### src/smc_pkg.sv
//----------------------------------------------------------
// Shared types, timing values and state encoding for the
// static memory controller
//----------------------------------------------------------

package smc_pkg;

  //----------------------------------------------------------
  // Bus types
  //----------------------------------------------------------
  typedef logic [31:0] data_t;  // One data word
  typedef logic [3:0]  be_t;    // Byte lanes, active low

  // AHB size code, upper hsize bit not carried
  typedef enum logic [1:0] {
    SIZE_BYTE = 2'b00,
    SIZE_HALF = 2'b01,
    SIZE_WORD = 2'b10
  } xfer_size_t;

  // Captured address, full word or word index plus lane offset
  typedef union packed {
    data_t full;                // External address as issued
    struct packed {
      logic [29:0] word_idx;    // Word index
      logic [1:0]  byte_off;    // Selects the byte lanes
    } fields;
  } haddr_u;

  // Access sequencer, one-hot
  typedef enum logic [4:0] {
    IDLE = 5'b00001,            // Waiting for a transfer
    CSLE = 5'b00010,            // Chip select leading edge
    WS   = 5'b00100,            // Strobe window
    CSTE = 5'b01000,            // Trailing edge, bus floats
    DONE = 5'b10000             // Last cycle, ready back high
  } smc_state_t;

  //----------------------------------------------------------
  // External bus timing, in hclk cycles
  //----------------------------------------------------------
  localparam logic [1:0] CSLE_CYCLES = 2'd1;  // Min 1
  localparam logic [7:0] WS_CYCLES   = 8'd3;  // Min 1
  localparam logic [1:0] CSTE_CYCLES = 2'd1;  // Min 1
  localparam logic [7:0] WETE_CYCLES = 8'd1;  // Write strobe early end
  localparam logic [7:0] OETE_CYCLES = 8'd0;  // Read strobe early end

  // AHB codes
  localparam logic [1:0] HTRANS_NONSEQ = 2'b10;
  localparam logic [1:0] HTRANS_SEQ    = 2'b11;
  localparam logic [1:0] RESP_OKAY     = 2'b00;

endpackage

### src/smc_counter.sv
//----------------------------------------------------------
// Phase counters for leading edge, wait states and
// trailing edge
//----------------------------------------------------------
`timescale 1ns/100ps

module smc_counter (
  input  logic       hclk,
  input  logic       reset,
  input  logic       valid_access,  // Reload all counters
  input  logic       le_enable,
  input  logic       ws_enable,
  input  logic       cste_enable,
  output logic       csle_last,
  output logic       ws_last,
  output logic       cste_last,
  output logic [7:0] ws_count       // Strobe cycles left from next cycle
);

  import smc_pkg::*;

  logic [1:0] csle_cnt;
  logic [7:0] ws_cnt;
  logic [1:0] cste_cnt;

  always_ff @(posedge hclk) begin
    if (reset) begin
      csle_cnt <= 2'd0;
      ws_cnt   <= 8'd0;
      cste_cnt <= 2'd0;
    end else if (valid_access) begin
      csle_cnt <= CSLE_CYCLES;
      ws_cnt   <= WS_CYCLES;
      cste_cnt <= CSTE_CYCLES;
    end else begin
      if (le_enable)   csle_cnt <= csle_cnt - 2'd1;
      if (ws_enable)   ws_cnt   <= ws_cnt - 8'd1;
      if (cste_enable) cste_cnt <= cste_cnt - 2'd1;
    end
  end

  // Phase ends when one cycle is left
  assign csle_last = (csle_cnt == 2'd1);
  assign ws_last   = (ws_cnt == 8'd1);
  assign cste_last = (cste_cnt == 2'd1);

  // Look ahead one cycle so the strobes can be registered
  always_comb begin
    if (le_enable && csle_last) ws_count = WS_CYCLES;      // Entering WS
    else if (ws_enable)         ws_count = ws_cnt - 8'd1;
    else                        ws_count = 8'd0;
  end

endmodule

### src/smc_state.sv
//----------------------------------------------------------
// Access sequencer FSM. Steps through leading edge, wait
// states and trailing edge on the counter flags
//----------------------------------------------------------
`timescale 1ns/100ps

module smc_state (
  input  logic                hclk,
  input  logic                reset,
  input  logic                new_access,
  input  logic                n_read,
  input  logic                csle_last,    // Counter terminal flags
  input  logic                ws_last,
  input  logic                cste_last,
  output smc_pkg::smc_state_t cur_state,
  output logic                valid_access, // Leaving IDLE
  output logic                le_enable,
  output logic                ws_enable,
  output logic                cste_enable,
  output logic                latch_data,   // Sample read data
  output logic                smc_done
);

  import smc_pkg::*;

  smc_state_t next_state;

  //----------------------------------------------------------
  // Next state
  //----------------------------------------------------------
  always_comb begin
    next_state = cur_state;         // Hold by default
    case (cur_state)
      IDLE: begin
        if (new_access) next_state = CSLE;
      end
      CSLE: begin
        if (csle_last) next_state = WS;
      end
      WS: begin
        if (ws_last) next_state = CSTE;
      end
      CSTE: begin
        if (cste_last) next_state = DONE;
      end
      DONE: begin
        next_state = IDLE;          // Always a single cycle
      end
      default: begin
        next_state = IDLE;          // Recover from an illegal code
      end
    endcase
  end

  always_ff @(posedge hclk) begin
    if (reset) cur_state <= IDLE;
    else       cur_state <= next_state;
  end

  //----------------------------------------------------------
  // Decoded controls
  //----------------------------------------------------------
  assign valid_access = (cur_state == IDLE) && new_access;
  assign le_enable    = (cur_state == CSLE);
  assign ws_enable    = (cur_state == WS);
  assign cste_enable  = (cur_state == CSTE);
  assign smc_done     = (cur_state == DONE);

  // Last strobe cycle of a read, data settled on the bus
  assign latch_data   = (cur_state == WS) && ws_last && !n_read;

  //----------------------------------------------------------
  // Checks
  //----------------------------------------------------------
  a_state_onehot: assert property (
    @(posedge hclk) disable iff (reset)
    $onehot(cur_state)
  );

  // Fixed access length, counters and FSM together
  a_access_length: assert property (
    @(posedge hclk) disable iff (reset)
    valid_access |-> ##(CSLE_CYCLES + WS_CYCLES + CSTE_CYCLES + 1) smc_done
  );

endmodule

### src/smc_addr.sv
//----------------------------------------------------------
// External address, chip select and byte lane enables
//----------------------------------------------------------
`timescale 1ns/100ps

module smc_addr (
  input  logic                hclk,
  input  logic                reset,
  input  logic                valid_access,
  input  logic                smc_done,
  input  smc_pkg::haddr_u     addr,
  input  smc_pkg::xfer_size_t xfer_size,
  output smc_pkg::data_t      smc_addr,
  output smc_pkg::be_t        smc_n_be,
  output logic                smc_n_cs
);

  import smc_pkg::*;

  be_t lane_n_be;  // Decoded lanes, active low

  // Little endian, lane 0 on bits 7:0
  always_comb begin
    case (xfer_size)
      SIZE_BYTE: lane_n_be = ~(4'b0001 << addr.fields.byte_off);
      SIZE_HALF: lane_n_be = addr.fields.byte_off[1] ? 4'b0011 : 4'b1100;
      default:   lane_n_be = 4'b0000;  // Full word
    endcase
  end

  // Lanes and chip select held for the whole access
  always_ff @(posedge hclk) begin
    if (reset) begin
      smc_n_be <= 4'hf;
      smc_n_cs <= 1'b1;
    end else if (valid_access) begin
      smc_n_be <= lane_n_be;
      smc_n_cs <= 1'b0;
    end else if (smc_done) begin
      smc_n_be <= 4'hf;
      smc_n_cs <= 1'b1;
    end
  end

  always_ff @(posedge hclk) begin
    if (valid_access) smc_addr <= addr.full;
  end

endmodule

### src/smc_strobe.sv
//----------------------------------------------------------
// Read and write strobes, bus drive enable, busy flag and
// the external data paths
//----------------------------------------------------------
`timescale 1ns/100ps

module smc_strobe (
  input  logic                hclk,
  input  logic                reset,
  input  smc_pkg::smc_state_t cur_state,
  input  logic [7:0]          ws_count,    // Look-ahead strobe count
  input  logic                n_read,
  input  smc_pkg::be_t        smc_n_be,
  input  smc_pkg::data_t      write_data,
  input  smc_pkg::data_t      data_smc,    // From the memory
  input  logic                latch_data,
  output logic                smc_n_rd,
  output logic                smc_n_wr,
  output smc_pkg::be_t        smc_n_we,
  output logic                smc_n_ext_oe,
  output logic                smc_busy,
  output smc_pkg::data_t      smc_data,
  output smc_pkg::data_t      read_data
);

  import smc_pkg::*;

  logic rd_on;     // Read strobe wanted next cycle
  logic wr_on;     // Write strobe wanted next cycle
  logic drive_on;  // We own the data bus next cycle

  // Strobes drop TE cycles before the window closes
  assign rd_on    = !n_read && (ws_count > OETE_CYCLES);
  assign wr_on    = n_read && (ws_count > WETE_CYCLES);
  assign drive_on = n_read && (ws_count != 8'd0);  // Whole window

  //----------------------------------------------------------
  // Registered strobes
  //----------------------------------------------------------
  always_ff @(posedge hclk) begin
    if (reset) begin
      smc_n_rd     <= 1'b1;
      smc_n_wr     <= 1'b1;
      smc_n_we     <= 4'hf;
      smc_n_ext_oe <= 1'b1;
    end else begin
      smc_n_rd     <= !rd_on;
      smc_n_wr     <= !wr_on;
      smc_n_we     <= wr_on ? smc_n_be : 4'hf;  // Enabled lanes only
      smc_n_ext_oe <= !drive_on;
    end
  end

  // Busy from the FSM idle bit
  assign smc_busy = (cur_state != IDLE);

  //----------------------------------------------------------
  // Data paths
  //----------------------------------------------------------
  always_ff @(posedge hclk) begin
    if (drive_on) smc_data <= write_data;    // Stable through the write
    if (latch_data) read_data <= data_smc;
  end

  a_strobe_exclusive: assert property (
    @(posedge hclk) disable iff (reset)
    !(!smc_n_rd && !smc_n_wr)
  );

endmodule

### src/smc_ahb_if.sv
//----------------------------------------------------------
// AHB-lite slave front end. Transfer capture, ready
// generation and read data return
//----------------------------------------------------------
`timescale 1ns/100ps

module smc_ahb_if (
  input  logic                hclk,
  input  logic                reset,
  input  smc_pkg::data_t      haddr,
  input  logic [1:0]          htrans,
  input  logic                hsel,
  input  logic                hwrite,
  input  logic [2:0]          hsize,
  input  smc_pkg::data_t      hwdata,
  input  logic                hready,
  input  smc_pkg::data_t      read_data,   // Latched memory data
  input  logic                smc_done,    // Last cycle of access
  output logic                new_access,  // One cycle after capture
  output smc_pkg::haddr_u     addr,
  output smc_pkg::xfer_size_t xfer_size,
  output logic                n_read,      // Low for a read
  output smc_pkg::data_t      write_data,
  output logic                smc_hready,
  output smc_pkg::data_t      smc_hrdata
);

  import smc_pkg::*;

  logic capture;    // Address phase accepted this cycle
  logic in_access;  // Access outstanding on the external bus

  // Valid address phase, only while we are not stalling
  assign capture = hsel && hready && smc_hready &&
                   (htrans == HTRANS_NONSEQ || htrans == HTRANS_SEQ);

  //----------------------------------------------------------
  // Control state
  //----------------------------------------------------------
  always_ff @(posedge hclk) begin
    if (reset) begin
      new_access <= 1'b0;
      in_access  <= 1'b0;
      n_read     <= 1'b1;
    end else begin
      new_access <= capture;
      // Capture wins so a back-to-back transfer keeps us busy
      if (capture) begin
        in_access <= 1'b1;
        n_read    <= hwrite;        // Read when hwrite low
      end else if (smc_done) begin
        in_access <= 1'b0;
      end
    end
  end

  // Address phase payload
  always_ff @(posedge hclk) begin
    if (capture) begin
      addr.full <= haddr;
      xfer_size <= xfer_size_t'(hsize[1:0]);
    end
  end

  // Data phase follows the address phase by one cycle
  always_ff @(posedge hclk) begin
    if (new_access) write_data <= hwdata;
  end

  // Ready comes back in the DONE cycle so the next transfer can start
  assign smc_hready = !in_access || smc_done;
  assign smc_hrdata = read_data;  // Held until the next read latches

  //----------------------------------------------------------
  // Checks
  //----------------------------------------------------------
  // No second capture while the running access is stalled
  a_no_capture_stalled: assert property (
    @(posedge hclk) disable iff (reset)
    new_access |=> (!new_access) [* CSLE_CYCLES + WS_CYCLES + CSTE_CYCLES + 1]
  );

  // External bus is a single word, no double word transfers
  a_size_fits_bus: assert property (
    @(posedge hclk) disable iff (reset)
    capture |-> (hsize[2] == 1'b0 && hsize[1:0] != 2'b11)
  );

endmodule

### src/smc_lite.sv
//----------------------------------------------------------
// Static memory controller top level
//----------------------------------------------------------
`timescale 1ns/100ps

module smc_lite (
  input  logic           hclk,
  input  logic           reset,
  input  smc_pkg::data_t haddr,
  input  logic [1:0]     htrans,
  input  logic           hsel,
  input  logic           hwrite,
  input  logic [2:0]     hsize,
  input  smc_pkg::data_t hwdata,
  input  logic           hready,
  input  smc_pkg::data_t data_smc,
  output smc_pkg::data_t smc_hrdata,
  output logic           smc_hready,
  output logic [1:0]     smc_hresp,     // Always OKAY
  output smc_pkg::data_t smc_addr,
  output smc_pkg::data_t smc_data,
  output smc_pkg::be_t   smc_n_be,
  output logic           smc_n_cs,
  output logic           smc_n_wr,
  output smc_pkg::be_t   smc_n_we,
  output logic           smc_n_rd,
  output logic           smc_n_ext_oe,
  output logic           smc_busy
);

  import smc_pkg::*;

  // Front end to datapath
  logic       new_access;
  haddr_u     addr;
  xfer_size_t xfer_size;
  logic       n_read;
  data_t      write_data;
  data_t      read_data;

  // Sequencer and counters
  smc_state_t cur_state;
  logic       valid_access;
  logic       le_enable;
  logic       ws_enable;
  logic       cste_enable;
  logic       latch_data;
  logic       smc_done;
  logic       csle_last;
  logic       ws_last;
  logic       cste_last;
  logic [7:0] ws_count;

  assign smc_hresp = RESP_OKAY;

  smc_ahb_if  i_ahb_if  (.*);
  smc_state   i_state   (.*);
  smc_counter i_counter (.*);
  smc_addr    i_addr    (.*);
  smc_strobe  i_strobe  (.*);

endmodule

### config.mk
export PLATFORM = sky130hd
export DESIGN_NAME = smc_lite
export DESIGN_NICKNAME = d
export VERILOG_FILES = /design/src/smc_pkg.sv /design/src/smc_counter.sv /design/src/smc_state.sv /design/src/smc_addr.sv /design/src/smc_strobe.sv /design/src/smc_ahb_if.sv /design/src/smc_lite.sv
export SDC_FILE = /design/constraint.sdc
export NUM_CORES = 1
export LEC_CHECK = 0
export BUFFER_PORTS_ARGS = -buffer_cell sky130_fd_sc_hd__buf_2
export CAP_MARGIN = 5
export CORE_ASPECT_RATIO = 0.9
export CORE_MARGIN = 2
export CORE_UTILIZATION = 45
export DETAILED_ROUTE_END_ITERATION = 12
export PLACE_DENSITY = 0.84
export SLEW_MARGIN = 20
export SYNTH_ARGS = -nofsm -noshare
export SYNTH_HDL_FRONTEND = slang
export SYNTH_SLANG_ARGS = --single-unit
### constraint.sdc
create_clock -name hclk -period 12.22 [get_ports hclk]
set_input_delay 0 -clock hclk [delete_from_list [all_inputs] [get_ports hclk]]
set_output_delay 0 -clock hclk [all_outputs]
set_load 0.01 [all_outputs]
Word-level counts from Yosys, hierarchy flattened:

Cells that the tools add are included.
Widths: inputs -> output; s select.

* output and inout bits: 112
* register bits after elaboration: 194

* reductions and logical operators: 27
* equality and inequality tests: 16
* add/sub/neg operators: 3
* bitwise logic cells: 2
* shifts and indexed selects: 1
* muxes and demuxes: 21
* $lt $le $gt $ge: 2

Operator list (number)
* $mux 5: 4
* $pmux 5 s4: 1
* $gt 8x1->1 const B: 2
* $mux 8: 2
* $mux 4: 3
* $logic_and 1x1->1: 10
* $reduce_bool 2->1: 5
* $eq 8x1->1 const B: 1
* $mux 1: 8
* $pmux 4 s2: 1
* $reduce_bool 8->1: 1
* $sub 8x1->8 const B: 1
* $eq 2x1->1 const B: 3
* $ne 2x2->1 const B: 3
* $eq 5x1->1 const B: 1
* $eq 5x2->1 const B: 1
* $eq 5x3->1 const B: 1
* $eq 5x4->1 const B: 1
* $eq 5x5->1 const B: 1
* $logic_not 1->1: 5
* $ne 5x1->1 const B: 1
* $eq 2x2->1 const B: 2
* $mux 2: 2
* $not 4->4: 1
* 8 further kinds: 11

Longest topological paths before layout:

Gate-level depths: netlist of the first run.

* depth in word-level cells: 7
* depth in mapped cells: 7

Modules after synthesis:

A second synthesis of the first run with hierarchy kept.

* cells, all modules: 381
* area total of the unflattened synthesis: 6721.4 um2

By module, submodules not included
* smc_ahb_if: sequential area each 2042.0 um2, instances 1, area each 2344.7 um2, cells an instance 110
* smc_strobe: sequential area each 2062.0 um2, instances 1, area each 2192.1 um2, cells an instance 91
* smc_addr: sequential area each 1061.0 um2, instances 1, area each 1176.1 um2, cells an instance 56
* smc_counter: sequential area each 240.2 um2, instances 1, area each 709.4 um2, cells an instance 87
* smc_state: sequential area each 100.1 um2, instances 1, area each 280.3 um2, cells an instance 34
* smc_lite: sequential area each 0.0 um2, instances 1, area each 18.8 um2, cells an instance 3

Worst setup path after synthesis of the first run:

OpenSTA, ideal clock, no wires.

* path kind: reg-to-reg
* start: register i_state.cur_state[3]
* end: register i_strobe.read_data[0], enable pin
* slack: 8.277 ns
* data required time: 11.752 ns
* cell stages (with the launch flop): 6
* period minus slack after synthesis: 3.943 ns
* arrival: 3.475 ns
* path through: dfxtp_1 buf_2 nor2_2 and4bb_2 buf_2 nor3b_1

* cells in the longest elaborated chain, start to end: 3

Ends and longest elaborated chain
* start: declaration: RTL line smc_state.sv:15 `output smc_pkg::smc_state_t cur_state,`
* start signal: assignment: RTL line smc_state.sv:57 `else cur_state <= next_state;`
* $eq 5x3->1: RTL line smc_state.sv:70 `assign latch_data = (cur_state == WS) && ws_last && !n_read;`
* $logic_and 1x1->1 (2 in a row): RTL line smc_state.sv:70
* net i_state.latch_data: RTL line smc_state.sv:20 `output logic latch_data,`
* end signal: assignment: RTL line smc_strobe.sv:62 `if (latch_data) read_data <= data_smc;`
* end: declaration: RTL line smc_strobe.sv:23 `output smc_pkg::data_t read_data`

The timed path passes the listed nets, and every way through them passes these cells.
A chain may end at the register's enable or synchronous reset.

Worst setup path after layout of the first run:

* start: register i_ahb_if.new_access
* end: register i_addr.smc_n_be[1]

* cells in the longest elaborated chain, start to end: 2
* elaborated cells on any way between the ends: 3

Ends and longest elaborated chain
* start: declaration: RTL line smc_ahb_if.sv:19 `output logic new_access,`
* start signal: assignment: RTL line smc_ahb_if.sv:46 `new_access <= capture;`
* $logic_and 1x1->1 *: RTL line smc_state.sv:63 `assign valid_access = (cur_state == IDLE) && new_access;`
* net i_addr.valid_access: RTL line smc_addr.sv:9 `input logic valid_access,`
* $mux 4 or $reduce_bool 2->1 (tied branches)
* end signal: assignment: RTL line smc_addr.sv:37 `smc_n_be <= lane_n_be;`
* end: declaration: RTL line smc_addr.sv:14 `output smc_pkg::be_t smc_n_be,`

Mark *: on every way through the listed nets, which the timed path passes. The rest lies on a longest branch.

==> summary.md, run 1 <==
| Metric | Value |
|---|---|
| Power, Total | `1.37 mW` |
| Final period util | `19.9%` |
| Area of the mapped netlist | `6410 um2` |
| Share of flip-flops with an asynchronous set or reset | `0%` |
| Worst Hold Launch | `htrans[1]` |
| Detailed router's first-iteration violation count | `309` |
| Initial Utilization | `46.0%` |
| Total Nets Final | `774` |
| Post-CTS Setup Inserts | `0` |
| Endpoint kind of the worst setup timing path | `flip-flop` |
| Top achievable clock speed | `411 MHz` |
| Final wirelength | `15.9 mm` |
| Area growth from synthesis to final layout | `45.8%` |
| GRT Resource Usage Total | `20.8%` |
| Endpoint, Worst Hold | `i_ahb_if.new_access` |
| Biggest area contributors in the synthesized netlist | `sky130_fd_sc_hd__edfxtp_1, sky130_fd_sc_hd__dfxtp_1, sky130_fd_sc_hd__nor2_1` |
| Seq/Total Area, Yosys | `85.9%` |
| Die width | `130 um` |
| Fraction of final layout cells sized beyond drive strength 1 | `38.0%` |
| Distinct cell type count after synthesis | `45` |
| Number of endpoints with negative hold slack in the final report | `0` |
| Number of design rule violations left after detail routing | `0` |
| Via count | `4159` |
| Logic depth of the worst register-to-register path | `5` |
| Synth top area share | `75.9%` |
| Global-route wire length before repair | `23.0 mm` |
| Antenna violations before repair | `0` |
| Critical-path cell list | `buf_4 > nand4_1 > inv_2 > o21ai_0 > a21o_1` |
| Storage cell area | `5510 um2` |
| Critical Path RT | `12.55 ns` |
| Port Buffers | `213` |
| Worst-case hold slack | `0.0714 ns` |
| Most used DFF post-synth | `sky130_fd_sc_hd__edfxtp_1` |
| Number of nets still failing antenna checks after routing | `0` |
| Number of primary I/O pins | `218` |
| RR Endpoint | `i_addr.smc_n_be[1]` |
| Commonest cells in the synthesized netlist | `sky130_fd_sc_hd__edfxtp_1, sky130_fd_sc_hd__dfxtp_1, sky130_fd_sc_hd__nor2_1` |
| Critical Path Source Type | `flip-flop` |
| Insertion delay of the later-clocked pin in the worst-skew pair | `0.43 ns` |
| Max Cap Violations | `0` |
| CTS max path bufs | `2` |
| Via count of the first global-routing pass | `4276` |
| Pin count of the biggest net entering global routing | `40` |
| Number of cells produced by synthesis | `334` |
| Total power divided by cell area | `146 nW/um2` |
| Vertical die dimension | `117 um` |
| Final antenna diode count | `0` |
| Level count of the clock H-tree | `4` |
| Clk pin slew, worst setup/hold paths | `0.07 ns` |
| Hold Crit Depth | `4` |
| Detailed Place HPWL | `9.17 mm` |
| Number of iterations in the first detailed-routing pass | `4` |
| Crit Path Class | `reg -> reg` |
| Post-synth EDFFs | `162` |
| Number of clock sinks seen by CTS | `194` |
| Mean number of vias per cell | `4.79` |
| Classification of the worst-slack hold path | `in -> reg` |
| Max-slew headroom | `45.1%` |
| Setup skew after layout | `0.0267 ns` |
| IR Drop Worst-Case VDD | `112 uV` |
| Number of filler instances in the final layout | `898` |
| # setup viols final | `0` |
| Average wire per cell in the routed design | `18.3 um` |
| Syn avg cell area | `19.2 um2` |
| Overflow left after global routing | `0` |
| Most area-hungry cell type in the Yosys netlist | `sky130_fd_sc_hd__edfxtp_1` |
| Combined area of the multi-input logic cells | `841 um2` |
| Count of synthesis-stage warnings from yosys | `0` |
| Standard-cell rows | `41` |
| Setup TNS | `0 ns` |
| Register-to-Register Setup Slack | `9.79 ns` |
| Unrepaired setup endpoints after global routing | `no` |
| Arrival time worst endpoint | `2.77 ns` |
| Delay of the slowest cell on the worst path | `0.75 ns` |
| Register bit count reported by yosys | `194` |
| Shortest period the worst path allows | `2.43 ns` |
| Maximum fanout along the worst path | `39` |
| Die Area | `15200 um2` |
| Outcome | `finished clean` |
| CTS root buf | `sky130_fd_sc_hd__clkbuf_16` |
| Leakage | `3.59 nW` |
| Count of final max-slew check failures | `0` |
| Crit path max-delay cell type | `sky130_fd_sc_hd__inv_2` |
| Inserted Clock Buffers | `17` |
| Transition time at the pin with the least slew margin | `0.816 ns` |
| Area of the core region | `14000 um2` |
| Final estimated routing congestion in global placement | `0.845` |
| Dominant cell by count in the synthesized netlist | `sky130_fd_sc_hd__edfxtp_1` |
| R2r startpoint | `i_ahb_if.new_access` |
| Clock tree from TritonCTS | `done` |
## cell type report
class	instances	share of cell area [%]
flip-flops and latches	194	58.9
multi-input cells	124	9.00
well taps	193	2.58
clock inverters	13	1.89
inverters	7	0.281
repair buffers	320	22.8
clock buffers	18	4.59
## critical path, delay by kind of cell (launching register included)
| family | cells | cell delay (ns) |
|---|---|---|
| AO/OA/AOI/OAI | 2 | 0.43 |
| AND/OR/NAND/NOR | 1 | 0.46 |
| buffers and inverters | 2 | 1.15 |
| flip-flops | 1 | 0.31 |
## how the worst max path moves through the flow
stage,start,endpoint,slack [ns],cells after the start
3_3_place_gp,i_ahb_if.new_access,i_addr.smc_n_be[0],9.88,5
6_report,i_ahb_if.new_access,i_addr.smc_n_be[1],9.79,5
4_1_cts,i_ahb_if.new_access,i_addr.smc_n_be[1],9.75,5
2_1_floorplan,i_state.cur_state[3],i_strobe.read_data[0],8.28,5
3_5_place_dp,i_ahb_if.new_access,i_addr.smc_n_be[1],9.73,5
5_1_grt,i_ahb_if.new_access,i_addr.smc_n_be[1],9.61,5
## cells in the final DEF (no fill, tap or decap), drive strengths merged, types with 3 or more instances in the layout
cell,count
buf,217
edfxtp,162
dlygate4sd3,103
dfxtp,32
nor2,21
clkbuf,18
inv,13
a21oi,12
xor2,8
nor3,8
o21ai,8
or3,7
nand3,6
nand2b,6
ha,4
nor3b,4
clkinv,4
nand3b,3
xnor2,3
bufinv,3
nor4,3
nor2b,3
## what timing repair did
action,4_1_cts,5_1_grt
endpoints found under the hold margin,106,0
resized for setup,0,0
hold buffers,103,0
## flip-flops by register name, indices dropped and copies added, names as in the netlist
| name | cells |
|---|---|
| i_ahb_if.new_access | 1 |
| i_strobe.read_data | 32 |
| i_ahb_if.write_data | 32 |
| i_counter.csle_cnt | 2 |
| i_counter.ws_cnt | 8 |
| i_ahb_if.in_access | 1 |
| i_ahb_if.xfer_size | 2 |
| i_ahb_if.n_read | 1 |
| i_strobe.smc_n_we | 4 |
| i_ahb_if.addr | 32 |
| i_strobe.smc_n_wr | 1 |
| i_strobe.smc_n_ext_oe | 1 |
| i_strobe.smc_data | 32 |
| i_counter.cste_cnt | 2 |
| i_addr.smc_n_be | 4 |
| i_addr.smc_addr | 32 |
| i_strobe.smc_n_rd | 1 |
| i_state.cur_state | 5 |
| i_addr.smc_n_cs | 1 |
## cell families (layout without fill, tap and decap cells)
logic type                 after synthesis  in the layout  synth area share, %
AOI/OAI and AO/OA                       32             32                 3.67
xor gates and xnor gates                11             11                 1.50
adders and majority gates                4              4                0.781
buffers and inverters                   17            358                 1.21
DFF                                    194            194                 85.9
muxes                                    2              2                0.312
other                                    1              2               0.0585
and+or+nand+nor                         73             73                 6.61
## routing by layer
layer	vias up	share of wire (%)	global-route usage (%)
met3	23	8.6	7.27
met4	0	1.8	7.67
li1	1919	-	-
met2	211	52	37.5
met5	-	0	0
met1	2006	37	23.0
## stage by stage
| step | area [um2] | util, % | setup WS [ns] | std cells |
|---|---|---|---|---|
| 6_report | 9350 | 67.0 | 9.79 | 869 |
| 2_1_floorplan | 6420 | - | 8.28 | 335 |
| 5_1_grt | 9350 | 67.0 | 9.61 | 869 |
| 4_1_cts | 9350 | 67.0 | 9.75 | 869 |
| 3_5_place_dp | 7710 | 55.3 | 9.73 | 735 |
| 3_3_place_gp | 7710 | 55.3 | 9.88 | 735 |
## power by group
group	total (mW)	switching, mW	internal [mW]
logic	0.0675	0.0274	0.0401
clock network	0.572	0.246	0.326
registers	0.728	0.00484	0.723
total	1.37	0.278	1.09
Power figures use the tool's default switching activity.
==> run 2: changes to the inputs <==
--- a/config.mk
+++ b/config.mk
@@ -11,7 +11,7 @@
 export CORE_MARGIN = 2
 export CORE_UTILIZATION = 45
 export DETAILED_ROUTE_END_ITERATION = 12
-export PLACE_DENSITY = 0.84
+export PLACE_DENSITY = 0.87
 export SLEW_MARGIN = 20
 export SYNTH_ARGS = -nofsm -noshare
 export SYNTH_HDL_FRONTEND = slang
==> constraint.sdc (replaced) <==
create_clock -name hclk -period 2.1 [get_ports hclk]
set_input_delay 0 -clock hclk [delete_from_list [all_inputs] [get_ports hclk]]
set_output_delay 0 -clock hclk [all_outputs]
set_load 0.01 [all_outputs]
==> run 2 against run 1 <==
Effect of this change:
- highest routed layer unchanged
- critical path type unchanged
- setup slack worse by 9.7 ns
- die area stayed put
- core utilization is 1.3 points higher
==> summary.md, run 2 (synthesized netlist as in run 1, its figures left out) <==
| Metric | Value |
|---|---|
| Outcome | `finished clean (unchanged)` |
| Final estimated routing congestion in global placement | `0.908 (was 0.845)` |
| CTS max path bufs | `2 (unchanged)` |
| Hold Crit Depth | `4 (unchanged)` |
| Final antenna diode count | `0 (unchanged)` |
| Shortest period the worst path allows | `2.01 ns (was 2.43 ns)` |
| Leakage | `3.66 nW (was 3.59 nW)` |
| Setup skew after layout | `0.0144 ns (was 0.0267 ns)` |
| Standard-cell rows | `41 (unchanged)` |
| Initial Utilization | `46.0% (unchanged)` |
| R2r startpoint | `i_counter.ws_cnt[1] (was i_ahb_if.new_access)` |
| Total buffers and inverters traversed by the critical path | `2 (unchanged)` |
| Inserted Clock Buffers | `17 (unchanged)` |
| Share of the core filled with cells in the final layout | `68.3% (was 67.0%)` |
| Arrival time worst endpoint | `2.18 ns (was 2.77 ns)` |
| IR Drop Worst-Case VDD | `561 uV (was 112 uV)` |
| Final period util | `95.7% (was 19.9%)` |
| Worst-case hold slack | `0.0431 ns (was 0.0714 ns)` |
| Number of filler instances in the final layout | `916 (was 898)` |
| Detailed router's first-iteration violation count | `356 (was 309)` |
| Max-slew headroom | `47.4% (was 45.1%)` |
| Maximum fanout along the worst path | `32 (was 39)` |
| Port Buffers | `213 (unchanged)` |
| Number of endpoints with negative hold slack in the final report | `0 (unchanged)` |
| Power, Total | `7.83 mW (was 1.37 mW)` |
| Post-detailed-placement cell area | `7820 um2 (was 7710 um2)` |
| Critical-path cell list | `inv_1 > ha_1 > o41ai_4 > nand4_1 > a21oi_2 > nor2b_4 > buf_12 (was buf_4 > nand4_1 > inv_2 > o21ai_0 > a21o_1)` |
| Worst path setup slack after routing | `0.0908 ns (was 9.79 ns)` |
| Most frequent standard cell in the layout excluding fill and tap cells | `sky130_fd_sc_hd__buf_2 (unchanged)` |
| Classification of the worst-slack hold path | `in -> reg (unchanged)` |
| Logic depth of the worst register-to-register path | `7 (was 5)` |
| Transition time at the pin with the least slew margin | `0.782 ns (was 0.816 ns)` |
| Number of iterations in the first detailed-routing pass | `5 (was 4)` |
| Unrepaired setup endpoints after global routing | `no (unchanged)` |
| Number of cells after detailed placement | `740 (was 735)` |
| Count of cell instances traversed by the critical path | `7 (was 5)` |
| Number of cells in the finished layout apart from fillers | `878 (was 869)` |
| Fraction of final layout cells sized beyond drive strength 1 | `40.0% (was 38.0%)` |
| Commonest cells after routing, fill and taps aside | `sky130_fd_sc_hd__buf_2, sky130_fd_sc_hd__edfxtp_1, sky130_fd_sc_hd__dlygate4sd3_1, sky130_fd_sc_hd__dfxtp_1, sky130_fd_sc_hd__nor2_1 (unchanged)` |
| Number of primary I/O pins | `218 (unchanged)` |
| Antenna violations before repair | `0 (unchanged)` |
| Delay-heaviest family, CP | `compound AO/OA/AOI/OAI gates (was buffers and inverters)` |
| CP Capture Point | `i_strobe.smc_data[9] (was i_addr.smc_n_be[1])` |
| Combined area of the multi-input logic cells | `885 um2 (was 841 um2)` |
| Endpoint kind of the worst setup timing path | `flip-flop (unchanged)` |
| Global-route wire length before repair | `23.1 mm (was 23.0 mm)` |
| Area of the core region | `14000 um2 (unchanged)` |
| Mean number of vias per cell | `4.89 (was 4.79)` |
| Crit path max-delay cell type | `sky130_fd_sc_hd__o41ai_4 (was sky130_fd_sc_hd__inv_2)` |
| Final Cell Area | `9530 um2 (was 9350 um2)` |
| CTS root buf | `sky130_fd_sc_hd__clkbuf_16 (unchanged)` |
| Die width | `130 um (unchanged)` |
| GRT Resource Usage Total | `20.8% (about the same)` |
| Number of design rule violations left after detail routing | `0 (unchanged)` |
| Total power divided by cell area | `821 nW/um2 (was 146 nW/um2)` |
| Number of nets still failing antenna checks after routing | `0 (unchanged)` |
| Storage cell area | `5510 um2 (about the same)` |
| Critical Path Source Type | `flip-flop (unchanged)` |
| Insertion delay of the later-clocked pin in the worst-skew pair | `0.44 ns (was 0.43 ns)` |
| Count of final max-slew check failures | `0 (unchanged)` |
| Average wire per cell in the routed design | `18.2 um (was 18.3 um)` |
| Critical Path RT | `2.27 ns (was 12.55 ns)` |
| Register-to-Register Setup Slack | `0.09 ns (was 9.79 ns)` |
| Via count | `4297 (was 4159)` |
| Setup TNS | `0 ns (unchanged)` |
| Crit Path Class | `reg -> reg (unchanged)` |
| Die Area | `15200 um2 (unchanged)` |
| Worst slack at placement | `-0.0157 ns (was 9.73 ns)` |
| # setup viols final | `0 (unchanged)` |
| Delay of the slowest cell on the worst path | `0.41 ns (was 0.75 ns)` |
| Area growth from synthesis to final layout | `48.6% (was 45.8%)` |
| Max Cap Violations | `0 (unchanged)` |
| RR Endpoint | `i_strobe.smc_data[9] (was i_addr.smc_n_be[1])` |
| Total Nets Final | `782 (was 774)` |
| Number of clock sinks seen by CTS | `194 (unchanged)` |
| Level count of the clock H-tree | `4 (unchanged)` |
| Via count of the first global-routing pass | `4407 (was 4276)` |
| Timing startpoint of the critical path | `i_counter.ws_cnt[1] (was i_ahb_if.new_access)` |
| Top achievable clock speed | `498 MHz (was 411 MHz)` |
| Vertical die dimension | `117 um (unchanged)` |
| Overflow left after global routing | `0 (unchanged)` |
| Pin count of the biggest net entering global routing | `36 (was 40)` |
| Detailed Place HPWL | `9.62 mm (was 9.17 mm)` |
| Clock tree from TritonCTS | `done (unchanged)` |
| Clk pin slew, worst setup/hold paths | `0.07 ns (about the same)` |
| Final wirelength | `16.0 mm (was 15.9 mm)` |
## run 2: area by class of cell
cell class              count  share of cell area, %
multi-input cells         124                   9.28
clock buffers              17                   4.46
clock inverters            15                   1.77
well taps                 193                   2.53
flip-flops and latches    194                   57.8
repair buffers            328                   23.8
inverters                   7                  0.315
## run 2: worst register-to-register path: stages (launching register included)
cell and delay [ns]:
sky130_fd_sc_hd__dfxtp_1 0.35, sky130_fd_sc_hd__inv_1 0.07, sky130_fd_sc_hd__ha_1 0.26, sky130_fd_sc_hd__o41ai_4 0.41, sky130_fd_sc_hd__nand4_1 0.16, sky130_fd_sc_hd__a21oi_2 0.24
sky130_fd_sc_hd__nor2b_4 0.07, sky130_fd_sc_hd__buf_12 0.17
## run 2: how the worst min path moves through the flow
stage / to / start
2_1_floorplan: i_ahb_if.addr[0] / haddr[0]
3_3_place_gp: i_ahb_if.addr[0] / haddr[0]
3_5_place_dp: i_ahb_if.write_data[13] / hwdata[13]
4_1_cts: i_ahb_if.new_access / htrans[1]
5_1_grt: i_ahb_if.new_access / htrans[1]
6_report: i_ahb_if.new_access / htrans[1]
## run 2: per-layer routing
| metal | routed length (um) | vias up | GRT usage (%) | part of all wire, % |
|---|---|---|---|---|
| met3 | 1040 | 39 | 5.14 | 6.5 |
| met1 | 5910 | 2125 | 22.9 | 37 |
| met4 | 404 | 0 | 8.53 | 2.5 |
| met2 | 8640 | 193 | 38.8 | 54 |
| met5 | 0 | - | 0 | 0 |
| li1 | - | 1940 | - | - |
## run 2: report_power, final
| group | leakage [nW] | switching [mW] | internal (mW) |
|---|---|---|---|
| Sequential | 1.73 | 0.0268 | 4.21 |
| Combinational | 1.65 | 0.161 | 0.242 |
| Clock | 0.285 | 1.50 | 1.69 |
## run 2: what timing repair did
action,4_1_cts,5_1_grt
endpoints found under the hold margin,108,0
gates resized for setup,1,5
pin swaps,0,3
setup endpoints to repair,32,64
hold buffers,103,0
cloned,0,2
buffers inserted,0,1
